===== config.mk =====
export PLATFORM = sky130hd
export DESIGN_NAME = exu_top
export DESIGN_NICKNAME = d
export VERILOG_FILES = /design/src/design/exu_isa_pkg.sv /design/src/design/exu_pipe_pkg.sv /design/src/design/exu_issue_stage.sv /design/src/design/exu_bru.sv /design/src/design/exu_mul.sv /design/src/design/exu_ex_stage.sv /design/src/design/exu_wb_stage.sv /design/src/design/exu_top.sv
export VERILOG_INCLUDE_DIRS = /design/src /design/src/design
export SDC_FILE = /design/constraint.sdc
export NUM_CORES = 2
export LEC_CHECK = 0
export ABC_AREA = 0
export CORE_AREA = 4 4 339 341
export CTS_CLUSTER_DIAMETER = 40
export DETAILED_ROUTE_END_ITERATION = 8
export DIE_AREA = 0 0 343 345
export DONT_BUFFER_PORTS = 1
export PLACE_DENSITY = 0.78
export SLEW_MARGIN = 20
export SYNTH_ARGS = -nofsm -noshare
export SYNTH_HDL_FRONTEND = slang
export SYNTH_SLANG_ARGS = --single-unit

===== constraint.sdc =====
create_clock -name clk -period 6.9 [get_ports clk]
set_input_delay 0.345 -clock clk [delete_from_list [all_inputs] [get_ports clk]]
set_output_delay 0.345 -clock clk [all_outputs]
set_load 0.005 [all_outputs]

===== src/design/exu_consts.svh =====
`ifndef EXU_CONSTS_SVH
`define EXU_CONSTS_SVH

// integer datapath width
`define EXU_XLEN 32

// destination register index width
`define EXU_REG_ADDR_W 5

// in-order commit tag width, wide enough for the three stages in flight
`define EXU_COMMIT_ID_W 3

`endif


===== src/design/exu_isa_pkg.sv =====
`default_nettype none

package exu_isa_pkg;

    // operations handled by the integer execute unit
    typedef enum logic [4:0] {
        OP_ADD,
        OP_SUB,
        OP_AND,
        OP_OR,
        OP_XOR,
        OP_SLL,
        OP_SRL,
        OP_SRA,
        OP_SLT,
        OP_SLTU,
        OP_BEQ,
        OP_BNE,
        OP_BLT,
        OP_BGE,
        OP_BLTU,
        OP_BGEU,
        OP_JAL,
        OP_JALR,
        OP_MUL,
        OP_MULH,
        OP_MULHSU,
        OP_MULHU
    } exu_opcode_e;

    // functional unit that produces the result
    typedef enum logic [1:0] {
        UNIT_ALU,
        UNIT_BRU,
        UNIT_MUL
    } exu_unit_e;

endpackage

`default_nettype wire


===== src/design/exu_pipe_pkg.sv =====
`default_nettype none

`include "exu_consts.svh"

package exu_pipe_pkg;

    import exu_isa_pkg::*;

    // one operation as presented by the caller
    typedef struct packed {
        exu_opcode_e                 opcode;
        logic [`EXU_XLEN-1:0]        op1;
        logic [`EXU_XLEN-1:0]        op2;
        logic [`EXU_XLEN-1:0]        imm;
        logic [`EXU_XLEN-1:0]        pc;
        logic [`EXU_REG_ADDR_W-1:0]  rd;
        logic [`EXU_COMMIT_ID_W-1:0] commit_id;
    } exu_req_t;

    // execute stage record
    typedef struct packed {
        exu_unit_e                   unit;
        // alu result or link address
        logic [`EXU_XLEN-1:0]        result;
        logic [`EXU_REG_ADDR_W-1:0]  rd;
        logic                        we;
        logic [`EXU_COMMIT_ID_W-1:0] commit_id;
        logic                        jump;
        logic [`EXU_XLEN-1:0]        jump_addr;
        logic                        misaligned;
        logic                        mul_hi;
    } exu_ex_t;

    // shared writeback port
    typedef struct packed {
        logic                        we;
        logic [`EXU_REG_ADDR_W-1:0]  rd;
        logic [`EXU_XLEN-1:0]        data;
        logic [`EXU_COMMIT_ID_W-1:0] commit_id;
        logic                        jump;
        logic [`EXU_XLEN-1:0]        jump_addr;
        logic                        misaligned;
    } exu_wb_t;

endpackage

`default_nettype wire


===== src/design/exu_issue_stage.sv =====
`default_nettype none

module exu_issue_stage
    import exu_isa_pkg::*, exu_pipe_pkg::*;
(
    input  wire logic      clk,
    input  wire logic      reset_i,
    input  wire logic      advance_i,
    input  wire logic      int_assert_i,
    input  wire logic      op_valid_i,
    input  wire exu_req_t  op_i,
    output logic           iss_valid_o,
    output exu_req_t       iss_o,
    output exu_unit_e      iss_unit_o
);

    exu_unit_e unit_dec;

    // unit decode, done once here so later stages switch on the unit
    always_comb begin
        case (op_i.opcode)
            OP_MUL, OP_MULH, OP_MULHSU, OP_MULHU: unit_dec = UNIT_MUL;
            OP_BEQ, OP_BNE, OP_BLT, OP_BGE,
            OP_BLTU, OP_BGEU, OP_JAL, OP_JALR:    unit_dec = UNIT_BRU;
            default:                              unit_dec = UNIT_ALU;
        endcase
    end

    always_ff @(posedge clk) begin
        if (reset_i || int_assert_i) begin
            iss_valid_o <= 1'b0;
        end else if (advance_i) begin
            iss_valid_o <= op_valid_i;
        end
    end

    // operation payload
    always_ff @(posedge clk) begin
        if (advance_i && op_valid_i) begin
            iss_o      <= op_i;
            iss_unit_o <= unit_dec;
        end
    end

endmodule

`default_nettype wire


===== src/design/exu_bru.sv =====
`default_nettype none

`include "exu_consts.svh"

module exu_bru
    import exu_isa_pkg::*;
(
    input  wire exu_opcode_e          opcode_i,
    input  wire logic [`EXU_XLEN-1:0] op1_i,
    input  wire logic [`EXU_XLEN-1:0] op2_i,
    input  wire logic [`EXU_XLEN-1:0] imm_i,
    input  wire logic [`EXU_XLEN-1:0] pc_i,
    output logic                      taken_o,
    output logic [`EXU_XLEN-1:0]      target_o,
    output logic [`EXU_XLEN-1:0]      link_o,
    output logic                      misaligned_o
);

    localparam logic [`EXU_XLEN-1:0] INSN_BYTES = 4;

    logic                 op_eq;
    logic                 op_lt;
    logic                 op_ltu;
    logic [`EXU_XLEN-1:0] jalr_sum;

    assign op_eq  = (op1_i == op2_i);
    assign op_lt  = ($signed(op1_i) < $signed(op2_i));
    assign op_ltu = (op1_i < op2_i);

    always_comb begin
        case (opcode_i)
            OP_BEQ:          taken_o = op_eq;
            OP_BNE:          taken_o = !op_eq;
            OP_BLT:          taken_o = op_lt;
            OP_BGE:          taken_o = !op_lt;
            OP_BLTU:         taken_o = op_ltu;
            OP_BGEU:         taken_o = !op_ltu;
            OP_JAL, OP_JALR: taken_o = 1'b1;
            default:         taken_o = 1'b0;
        endcase
    end

    // jalr target is register based with bit 0 dropped
    assign jalr_sum = op1_i + imm_i;
    assign target_o = (opcode_i == OP_JALR) ? {jalr_sum[`EXU_XLEN-1:1], 1'b0}
                                            : pc_i + imm_i;

    assign link_o = pc_i + INSN_BYTES;

    // only 4-byte aligned fetch is supported
    assign misaligned_o = taken_o && target_o[1];

endmodule

`default_nettype wire


===== src/design/exu_mul.sv =====
`default_nettype none

`include "exu_consts.svh"

module exu_mul
    import exu_isa_pkg::*;
(
    input  wire logic                 clk,
    input  wire logic                 reset_i,
    input  wire logic                 advance_i,
    input  wire exu_opcode_e          opcode_i,
    input  wire logic [`EXU_XLEN-1:0] op1_i,
    input  wire logic [`EXU_XLEN-1:0] op2_i,
    output logic [`EXU_XLEN-1:0]      product_o
);

    localparam int HALF = `EXU_XLEN / 2;
    localparam int PP_W = 2 * (HALF + 1);
    localparam int FULL_W = 2 * `EXU_XLEN;

    logic                     a_signed;
    logic                     b_signed;
    logic signed [`EXU_XLEN:0] a_ext;
    logic signed [`EXU_XLEN:0] b_ext;
    logic signed [HALF:0]     a_lo;
    logic signed [HALF:0]     a_hi;
    logic signed [HALF:0]     b_lo;
    logic signed [HALF:0]     b_hi;
    logic signed [PP_W-1:0]   pp_ll_q;
    logic signed [PP_W-1:0]   pp_lh_q;
    logic signed [PP_W-1:0]   pp_hl_q;
    logic signed [PP_W-1:0]   pp_hh_q;
    exu_opcode_e              opcode_q;
    logic [FULL_W-1:0]        sum;

    // mulh treats both operands as signed, mulhsu only the first
    assign a_signed = (opcode_i == OP_MULH) || (opcode_i == OP_MULHSU);
    assign b_signed = (opcode_i == OP_MULH);

    assign a_ext = {a_signed & op1_i[`EXU_XLEN-1], op1_i};
    assign b_ext = {b_signed & op2_i[`EXU_XLEN-1], op2_i};

    // low halves unsigned, high halves carry the sign
    assign a_lo = {1'b0, a_ext[HALF-1:0]};
    assign a_hi = a_ext[`EXU_XLEN:HALF];
    assign b_lo = {1'b0, b_ext[HALF-1:0]};
    assign b_hi = b_ext[`EXU_XLEN:HALF];

    // step one, partial products
    always_ff @(posedge clk) begin
        if (advance_i) begin
            pp_ll_q <= a_lo * b_lo;
            pp_lh_q <= a_lo * b_hi;
            pp_hl_q <= a_hi * b_lo;
            pp_hh_q <= a_hi * b_hi;
        end
    end

    always_ff @(posedge clk) begin
        if (reset_i) begin
            opcode_q <= OP_MUL;
        end else if (advance_i) begin
            opcode_q <= opcode_i;
        end
    end

    // step two, weighted sum modulo 2^64
    assign sum = {{(FULL_W-PP_W){pp_ll_q[PP_W-1]}}, pp_ll_q}
               + ({{(FULL_W-PP_W){pp_lh_q[PP_W-1]}}, pp_lh_q} << HALF)
               + ({{(FULL_W-PP_W){pp_hl_q[PP_W-1]}}, pp_hl_q} << HALF)
               + ({{(FULL_W-PP_W){pp_hh_q[PP_W-1]}}, pp_hh_q} << `EXU_XLEN);

    assign product_o = (opcode_q == OP_MUL) ? sum[`EXU_XLEN-1:0]
                                            : sum[FULL_W-1:`EXU_XLEN];

endmodule

`default_nettype wire


===== src/design/exu_ex_stage.sv =====
`default_nettype none

`include "exu_consts.svh"

module exu_ex_stage
    import exu_isa_pkg::*, exu_pipe_pkg::*;
(
    input  wire logic       clk,
    input  wire logic       reset_i,
    input  wire logic       advance_i,
    input  wire logic       int_assert_i,
    input  wire logic       iss_valid_i,
    input  wire exu_req_t   iss_i,
    input  wire exu_unit_e  iss_unit_i,
    output logic            ex_valid_o,
    output exu_ex_t         ex_o,
    output logic [`EXU_XLEN-1:0] mul_product_o
);

    localparam int SHAMT_W = $clog2(`EXU_XLEN);

    logic [`EXU_XLEN-1:0] alu_result;
    logic [SHAMT_W-1:0]   shamt;
    logic                 bru_taken;
    logic [`EXU_XLEN-1:0] bru_target;
    logic [`EXU_XLEN-1:0] bru_link;
    logic                 bru_misaligned;
    logic                 is_jump;
    exu_ex_t              ex_d;

    exu_bru exu_bru_inst (
        .opcode_i     (iss_i.opcode),
        .op1_i        (iss_i.op1),
        .op2_i        (iss_i.op2),
        .imm_i        (iss_i.imm),
        .pc_i         (iss_i.pc),
        .taken_o      (bru_taken),
        .target_o     (bru_target),
        .link_o       (bru_link),
        .misaligned_o (bru_misaligned)
    );

    // first multiply step registers alongside the execute record
    exu_mul exu_mul_inst (
        .clk       (clk),
        .reset_i   (reset_i),
        .advance_i (advance_i),
        .opcode_i  (iss_i.opcode),
        .op1_i     (iss_i.op1),
        .op2_i     (iss_i.op2),
        .product_o (mul_product_o)
    );

    assign shamt = iss_i.op2[SHAMT_W-1:0];

    always_comb begin
        case (iss_i.opcode)
            OP_ADD:  alu_result = iss_i.op1 + iss_i.op2;
            OP_SUB:  alu_result = iss_i.op1 - iss_i.op2;
            OP_AND:  alu_result = iss_i.op1 & iss_i.op2;
            OP_OR:   alu_result = iss_i.op1 | iss_i.op2;
            OP_XOR:  alu_result = iss_i.op1 ^ iss_i.op2;
            OP_SLL:  alu_result = iss_i.op1 << shamt;
            OP_SRL:  alu_result = iss_i.op1 >> shamt;
            OP_SRA:  alu_result = $signed(iss_i.op1) >>> shamt;
            OP_SLT:  alu_result = {{(`EXU_XLEN-1){1'b0}},
                                   $signed(iss_i.op1) < $signed(iss_i.op2)};
            OP_SLTU: alu_result = {{(`EXU_XLEN-1){1'b0}}, iss_i.op1 < iss_i.op2};
            default: alu_result = '0;
        endcase
    end

    assign is_jump = (iss_i.opcode == OP_JAL) || (iss_i.opcode == OP_JALR);

    always_comb begin
        ex_d.unit      = iss_unit_i;
        ex_d.result    = (iss_unit_i == UNIT_BRU) ? bru_link : alu_result;
        ex_d.rd        = iss_i.rd;
        ex_d.commit_id = iss_i.commit_id;
        // x0 is never written, conditional branches write nothing
        if (iss_i.rd == '0) begin
            ex_d.we = 1'b0;
        end else if (iss_unit_i == UNIT_BRU) begin
            ex_d.we = is_jump;
        end else begin
            ex_d.we = 1'b1;
        end
        ex_d.jump       = bru_taken;
        ex_d.jump_addr  = bru_target;
        ex_d.misaligned = bru_misaligned;
        ex_d.mul_hi     = (iss_unit_i == UNIT_MUL) && (iss_i.opcode != OP_MUL);
    end

    always_ff @(posedge clk) begin
        if (reset_i || int_assert_i) begin
            ex_valid_o <= 1'b0;
        end else if (advance_i) begin
            ex_valid_o <= iss_valid_i;
        end
    end

    always_ff @(posedge clk) begin
        if (advance_i && iss_valid_i) begin
            ex_o <= ex_d;
        end
    end

endmodule

`default_nettype wire


===== src/design/exu_wb_stage.sv =====
`default_nettype none

`include "exu_consts.svh"

module exu_wb_stage
    import exu_isa_pkg::*, exu_pipe_pkg::*;
(
    input  wire logic                 clk,
    input  wire logic                 reset_i,
    input  wire logic                 int_assert_i,
    input  wire logic                 ex_valid_i,
    input  wire exu_ex_t              ex_i,
    input  wire logic [`EXU_XLEN-1:0] mul_product_i,
    input  wire logic                 wb_ready_i,
    output logic                      advance_o,
    output logic                      wb_valid_o,
    output exu_wb_t                   wb_o
);

    exu_wb_t wb_d;

    // whole pipeline moves when the output slot is free or draining
    assign advance_o = !wb_valid_o || wb_ready_i;

    // multiply product finishes here, second step of the multiplier
    always_comb begin
        wb_d.we         = ex_i.we;
        wb_d.rd         = ex_i.rd;
        wb_d.data       = (ex_i.unit == UNIT_MUL) ? mul_product_i : ex_i.result;
        wb_d.commit_id  = ex_i.commit_id;
        wb_d.jump       = ex_i.jump;
        wb_d.jump_addr  = ex_i.jump_addr;
        wb_d.misaligned = ex_i.misaligned;
    end

    // flush wins even over a transfer at the same edge
    always_ff @(posedge clk) begin
        if (reset_i || int_assert_i) begin
            wb_valid_o <= 1'b0;
        end else if (advance_o) begin
            wb_valid_o <= ex_valid_i;
        end
    end

    // held while stalled so wb_o stays stable
    always_ff @(posedge clk) begin
        if (advance_o && ex_valid_i) begin
            wb_o <= wb_d;
        end
    end

endmodule

`default_nettype wire


===== src/design/exu_top.sv =====
`default_nettype none

`include "exu_consts.svh"

module exu_top
    import exu_isa_pkg::*, exu_pipe_pkg::*;
(
    input  wire logic     clk,
    input  wire logic     reset_i,
    input  wire logic     op_valid_i,
    input  wire exu_req_t op_i,
    input  wire logic     int_assert_i,
    input  wire logic     wb_ready_i,
    output logic          op_ready_o,
    output logic          wb_valid_o,
    output exu_wb_t       wb_o
);

    logic                 advance;
    logic                 iss_valid;
    exu_req_t             iss;
    exu_unit_e            iss_unit;
    logic                 ex_valid;
    exu_ex_t              ex;
    logic [`EXU_XLEN-1:0] mul_product;

    assign op_ready_o = advance;

    exu_issue_stage exu_issue_stage_inst (
        .clk          (clk),
        .reset_i      (reset_i),
        .advance_i    (advance),
        .int_assert_i (int_assert_i),
        .op_valid_i   (op_valid_i),
        .op_i         (op_i),
        .iss_valid_o  (iss_valid),
        .iss_o        (iss),
        .iss_unit_o   (iss_unit)
    );

    exu_ex_stage exu_ex_stage_inst (
        .clk           (clk),
        .reset_i       (reset_i),
        .advance_i     (advance),
        .int_assert_i  (int_assert_i),
        .iss_valid_i   (iss_valid),
        .iss_i         (iss),
        .iss_unit_i    (iss_unit),
        .ex_valid_o    (ex_valid),
        .ex_o          (ex),
        .mul_product_o (mul_product)
    );

    exu_wb_stage exu_wb_stage_inst (
        .clk           (clk),
        .reset_i       (reset_i),
        .int_assert_i  (int_assert_i),
        .ex_valid_i    (ex_valid),
        .ex_i          (ex),
        .mul_product_i (mul_product),
        .wb_ready_i    (wb_ready_i),
        .advance_o     (advance),
        .wb_valid_o    (wb_valid_o),
        .wb_o          (wb_o)
    );

endmodule

`default_nettype wire


==> summary.txt <==
Finish
  • Multi-input gate area in the final layout: 0.0484 mm2
  • Core occupancy in the finished layout: 0.702
  • Synthesis-to-layout area growth: 18.0%
  • Layout fillers: 8235
  • Leading cell type in the layout, fill and taps excluded: sky130_fd_sc_hd__inv_1
  • Final nets: 9642
  • Share of post-route cells with drive strength above 1: 0.137
  • Most frequent cells in the layout: 1222 x sky130_fd_sc_hd__inv_1, 976 x sky130_fd_sc_hd__fa_1, 790 x sky130_fd_sc_hd__nand2_1
  • Sequential standard cell area: between 0.01 and 0.015 mm2

Synth
  • Share of the synthesized area in the top cell type: 0.296
  • Net count of the mapped netlist: 9040
  • Sequential fraction of the synthesis area: 0.195
  • Largest area contributor in the netlist: sky130_fd_sc_hd__fa_1
  • Cell area after synthesis: 0.0666 mm2
  • Number of synthesized flops with an enable pin: between 400 and 500
  • Cells after Synth: 7264
  • Mapped Avg Cell Area: 9.17 um2
  • Unique masters post-synth: 91
  • Predominant post-synthesis flop cell: sky130_fd_sc_hd__edfxtp_1
  • Biggest area contributors in the synthesized netlist: sky130_fd_sc_hd__fa_1 30%, sky130_fd_sc_hd__edfxtp_1 19%, sky130_fd_sc_hd__ha_1 12%
  • Yosys warning total: 0
  • Number of synthesized register bits: 435
  • Async S/R FF share, synth: 0

Clock tree
  • Number of clock sinks: 435
  • Later-pin clock latency in the skew report: 0.73 ns
  • Clock-pin slew reported for the worst setup and hold paths after clock tree synthesis: 0.05 ns
  • Longest Clk Path Bufs: 3
  • Root buffer cell: sky130_fd_sc_hd__clkbuf_16
  • Number of buffers created by CTS: 73
  • H-tree levels: 3
  • Clock tree from TritonCTS: done

Detailed routing
  • Drt initial violations: 7339
  • Remaining DRCs: 0
  • Via-to-Cell Ratio: 6.27
  • Final ANT Viol Nets: 0
  • Vias post-DR: between 50000 and 60000
  • Total iterations of the first detailed-routing run: 8
  • Average detailed-routed wire length per instance: roughly 28 um
  • Total wire length: approximately 260000 um

Floorplanning
  • Placement row count: 123
  • Area of the placeable core: 0.112 mm2
  • Die boundary width: approximately 340 um
  • Starting Density: 0.595
  • Number of ports placed on the die boundary: 223
  • Die area: 0.118 mm2
  • Chip Height: about 350 um

STA
  • Count of endpoints failing hold in the final timing report: 0
  • Final setup vio count: 5
  • Post-route clock period utilization: 1.01
  • Setup TNS: -0.247 ns
  • Fin Clk Skew: 0.0679 ns
  • Actual slew at the worst max-slew pin: 1.03 ns
  • Maximum clock frequency: 0.143 GHz
  • Worst slew slack as a fraction of its limit: 0.313
  • Unrepaired setup endpoints after global routing: true
  • Final-report max-slew violation count: 0
  • Clock period minus final worst setup slack: 6.98 ns
  • Setup WS post-layout: -0.0807 ns

Worst setup path
  • Required time reported for the critical path endpoint: 7.31 ns
  • CP Max Fanout: 4
  • Cell at the slowest stage of the critical path: sky130_fd_sc_hd__fa_1
  • Type of the worst setup path: reg2reg
  • Startpoint kind of the worst setup timing path: register
  • Most numerous cell on the critical path: sky130_fd_sc_hd__fa_1
  • Critical path arrival: ~7.4 ns
  • Critical Path Max Stage Delay: between 0.5 and 0.6 ns
  • Critical Path Sink Type: register

Status
  • Status: finished, violations left
  • Violations in the final reports: setup timing

Hold path
  • Class of the most critical hold timing path: in2reg

Global routing
  • Pin count of the biggest net entering global routing: 138
  • Via count of the first global-routing pass: 60000
  • Number of antenna violations at the first check in global routing: 30
  • GR Overflow Total: 0
  • Overall global routing resource usage: 0.437
  • Global-route wire length before repair: 381000 um

Place
  • Count of input and output buffers: 0
  • Sum of net half-perimeters after detailed placement: 206000 um
  • Final weighted congestion in routability-driven placement: 1.11

Job
  • Maxcap violations: 0
==> registers in the layout (all words and copies together) (netlist names) <==
register                                 count
exu_issue_stage_inst.iss_o                 141
exu_ex_stage_inst.ex_o                      77
exu_wb_stage_inst.wb_o                      75
exu_ex_stage_inst.exu_mul_inst.pp_hl_q      34
exu_ex_stage_inst.exu_mul_inst.pp_lh_q      34
exu_ex_stage_inst.exu_mul_inst.pp_hh_q      32
exu_ex_stage_inst.exu_mul_inst.pp_ll_q      32
exu_ex_stage_inst.exu_mul_inst.opcode_q      5
exu_issue_stage_inst.iss_unit_o              2
exu_ex_stage_inst.ex_valid_o                 1
exu_issue_stage_inst.iss_valid_o             1
exu_wb_stage_inst.wb_valid_o                 1
==> final cells by class <==
| cell class | instances | share of cell area |
|---|---|---|
| Multi-Input combinational cell | 5208 | 0.616 |
| Timing Repair Buffer | 868 | 0.100 |
| Inverter | 1280 | 0.0615 |
| Tap cell | 1500 | 0.0239 |
| Clock buffer | 89 | 0.0243 |
| Clock inverter | 42 | 0.00812 |
| Sequential cell | 435 | 0.165 |
| Antenna cell | 15 | 0.000478 |
==> path summary, 6_finish.rpt <==
kind | cells after the start | slack, ns | from | end
max | 31 | -0.08 | exu_issue_stage_inst.iss_o[137]$_DFFE_PP_ | exu_ex_stage_inst.exu_mul_inst.pp_hl_q[33]$_DFFE_PN_
min | 4 | 0.05 | op_i[138] | exu_issue_stage_inst.iss_unit_o[1]$_SDFFCE_PP0P_
max reg2reg | 31 | -0.08 | exu_issue_stage_inst.iss_o[137]$_DFFE_PP_ | exu_ex_stage_inst.exu_mul_inst.pp_hl_q[33]$_DFFE_PN_
min reg2reg | 0 | 0.40 | exu_ex_stage_inst.ex_o[9]$_DFFE_PP_ | exu_wb_stage_inst.wb_o[8]$_DFFE_PP_
==> kinds of logic (layout without fill, tap and decap cells) <==
kind of cell / after synthesis / count (layout) / synth area share
AND/OR/NAND/NOR: 2003 / 2003 / 0.127
buffers and inverters: 1621 / 2279 / 0.0916
adder cells (fa/ha/maj): 1630 / 1630 / 0.417
AO/OA/AOI/OAI: 1187 / 1187 / 0.114
XOR/XNOR: 284 / 284 / 0.0374
multiplexers: 104 / 104 / 0.0177
other: 0 / 15 / 0
flip-flops: 435 / 435 / 0.195
==> critical path, delay by kind of cell, from the launching register on <==
kind / cells / cell delay, ns
AO/OA/AOI/OAI: 7 / 1.09
buffers and inverters: 11 / 0.98
flip-flops: 1 / 0.36
adder cells (fa/ha/maj): 7 / 3.26
XOR/XNOR: 1 / 0.13
AND/OR/NAND/NOR: 5 / 0.84
==> timing repair <==
item                                    in CTS  in global routing
pin swaps                                   40                123
gates resized for setup                     39                225
endpoints found under the setup margin      24                 38
endpoints found under the hold margin      151                  0
hold buffers                               144                  0
setup buffers                               31                 79
cloned                                       0                  3
==> layer usage <==
| layer | share of wire | up-vias | routed length (um) | track usage |
|---|---|---|---|---|
| met1 | 0.35 | 28900 | 92300 | 0.548 |
| met3 | 0.15 | 1195 | 38200 | 0.173 |
| met5 | 0.0012 | - | 316 | 0 |
| met2 | 0.42 | 4289 | 110000 | 0.635 |
| met4 | 0.083 | 20 | 21700 | 0.265 |
| li1 | - | 24800 | - | - |
==> synthesized netlist by cell type (all sizes together), types with 104 or more instances <==
library cell / number
ha: 644
xnor2: 180
a21oi: 308
nand2: 803
edfxtp: 427
xor2: 104
buf: 106
o21ai: 303
inv: 1267
clkbuf: 235
a21o: 109
fa: 986
nor2: 784
==> metrics by stage <==
step / cell area (um2) / instances / hold slack, ns / setup WS (ns)
finish: 78600 / 9437 / 0.0483 / -0.0807
global route: 78500 / 9427 / 0.0695 / -0.324
CTS: 77000 / 9349 / 0.0119 / -0.161
detailed placement: 72600 / 9045 / 0.405 / -0.270
global placement: 72600 / 9045 / 0.402 / -0.124
floorplan: 66700 / 7264 / 0.400 / -0.0742
Power is not shown: default switching activity piles up to over one toggle a cycle in this logic, so the estimate is an artifact.
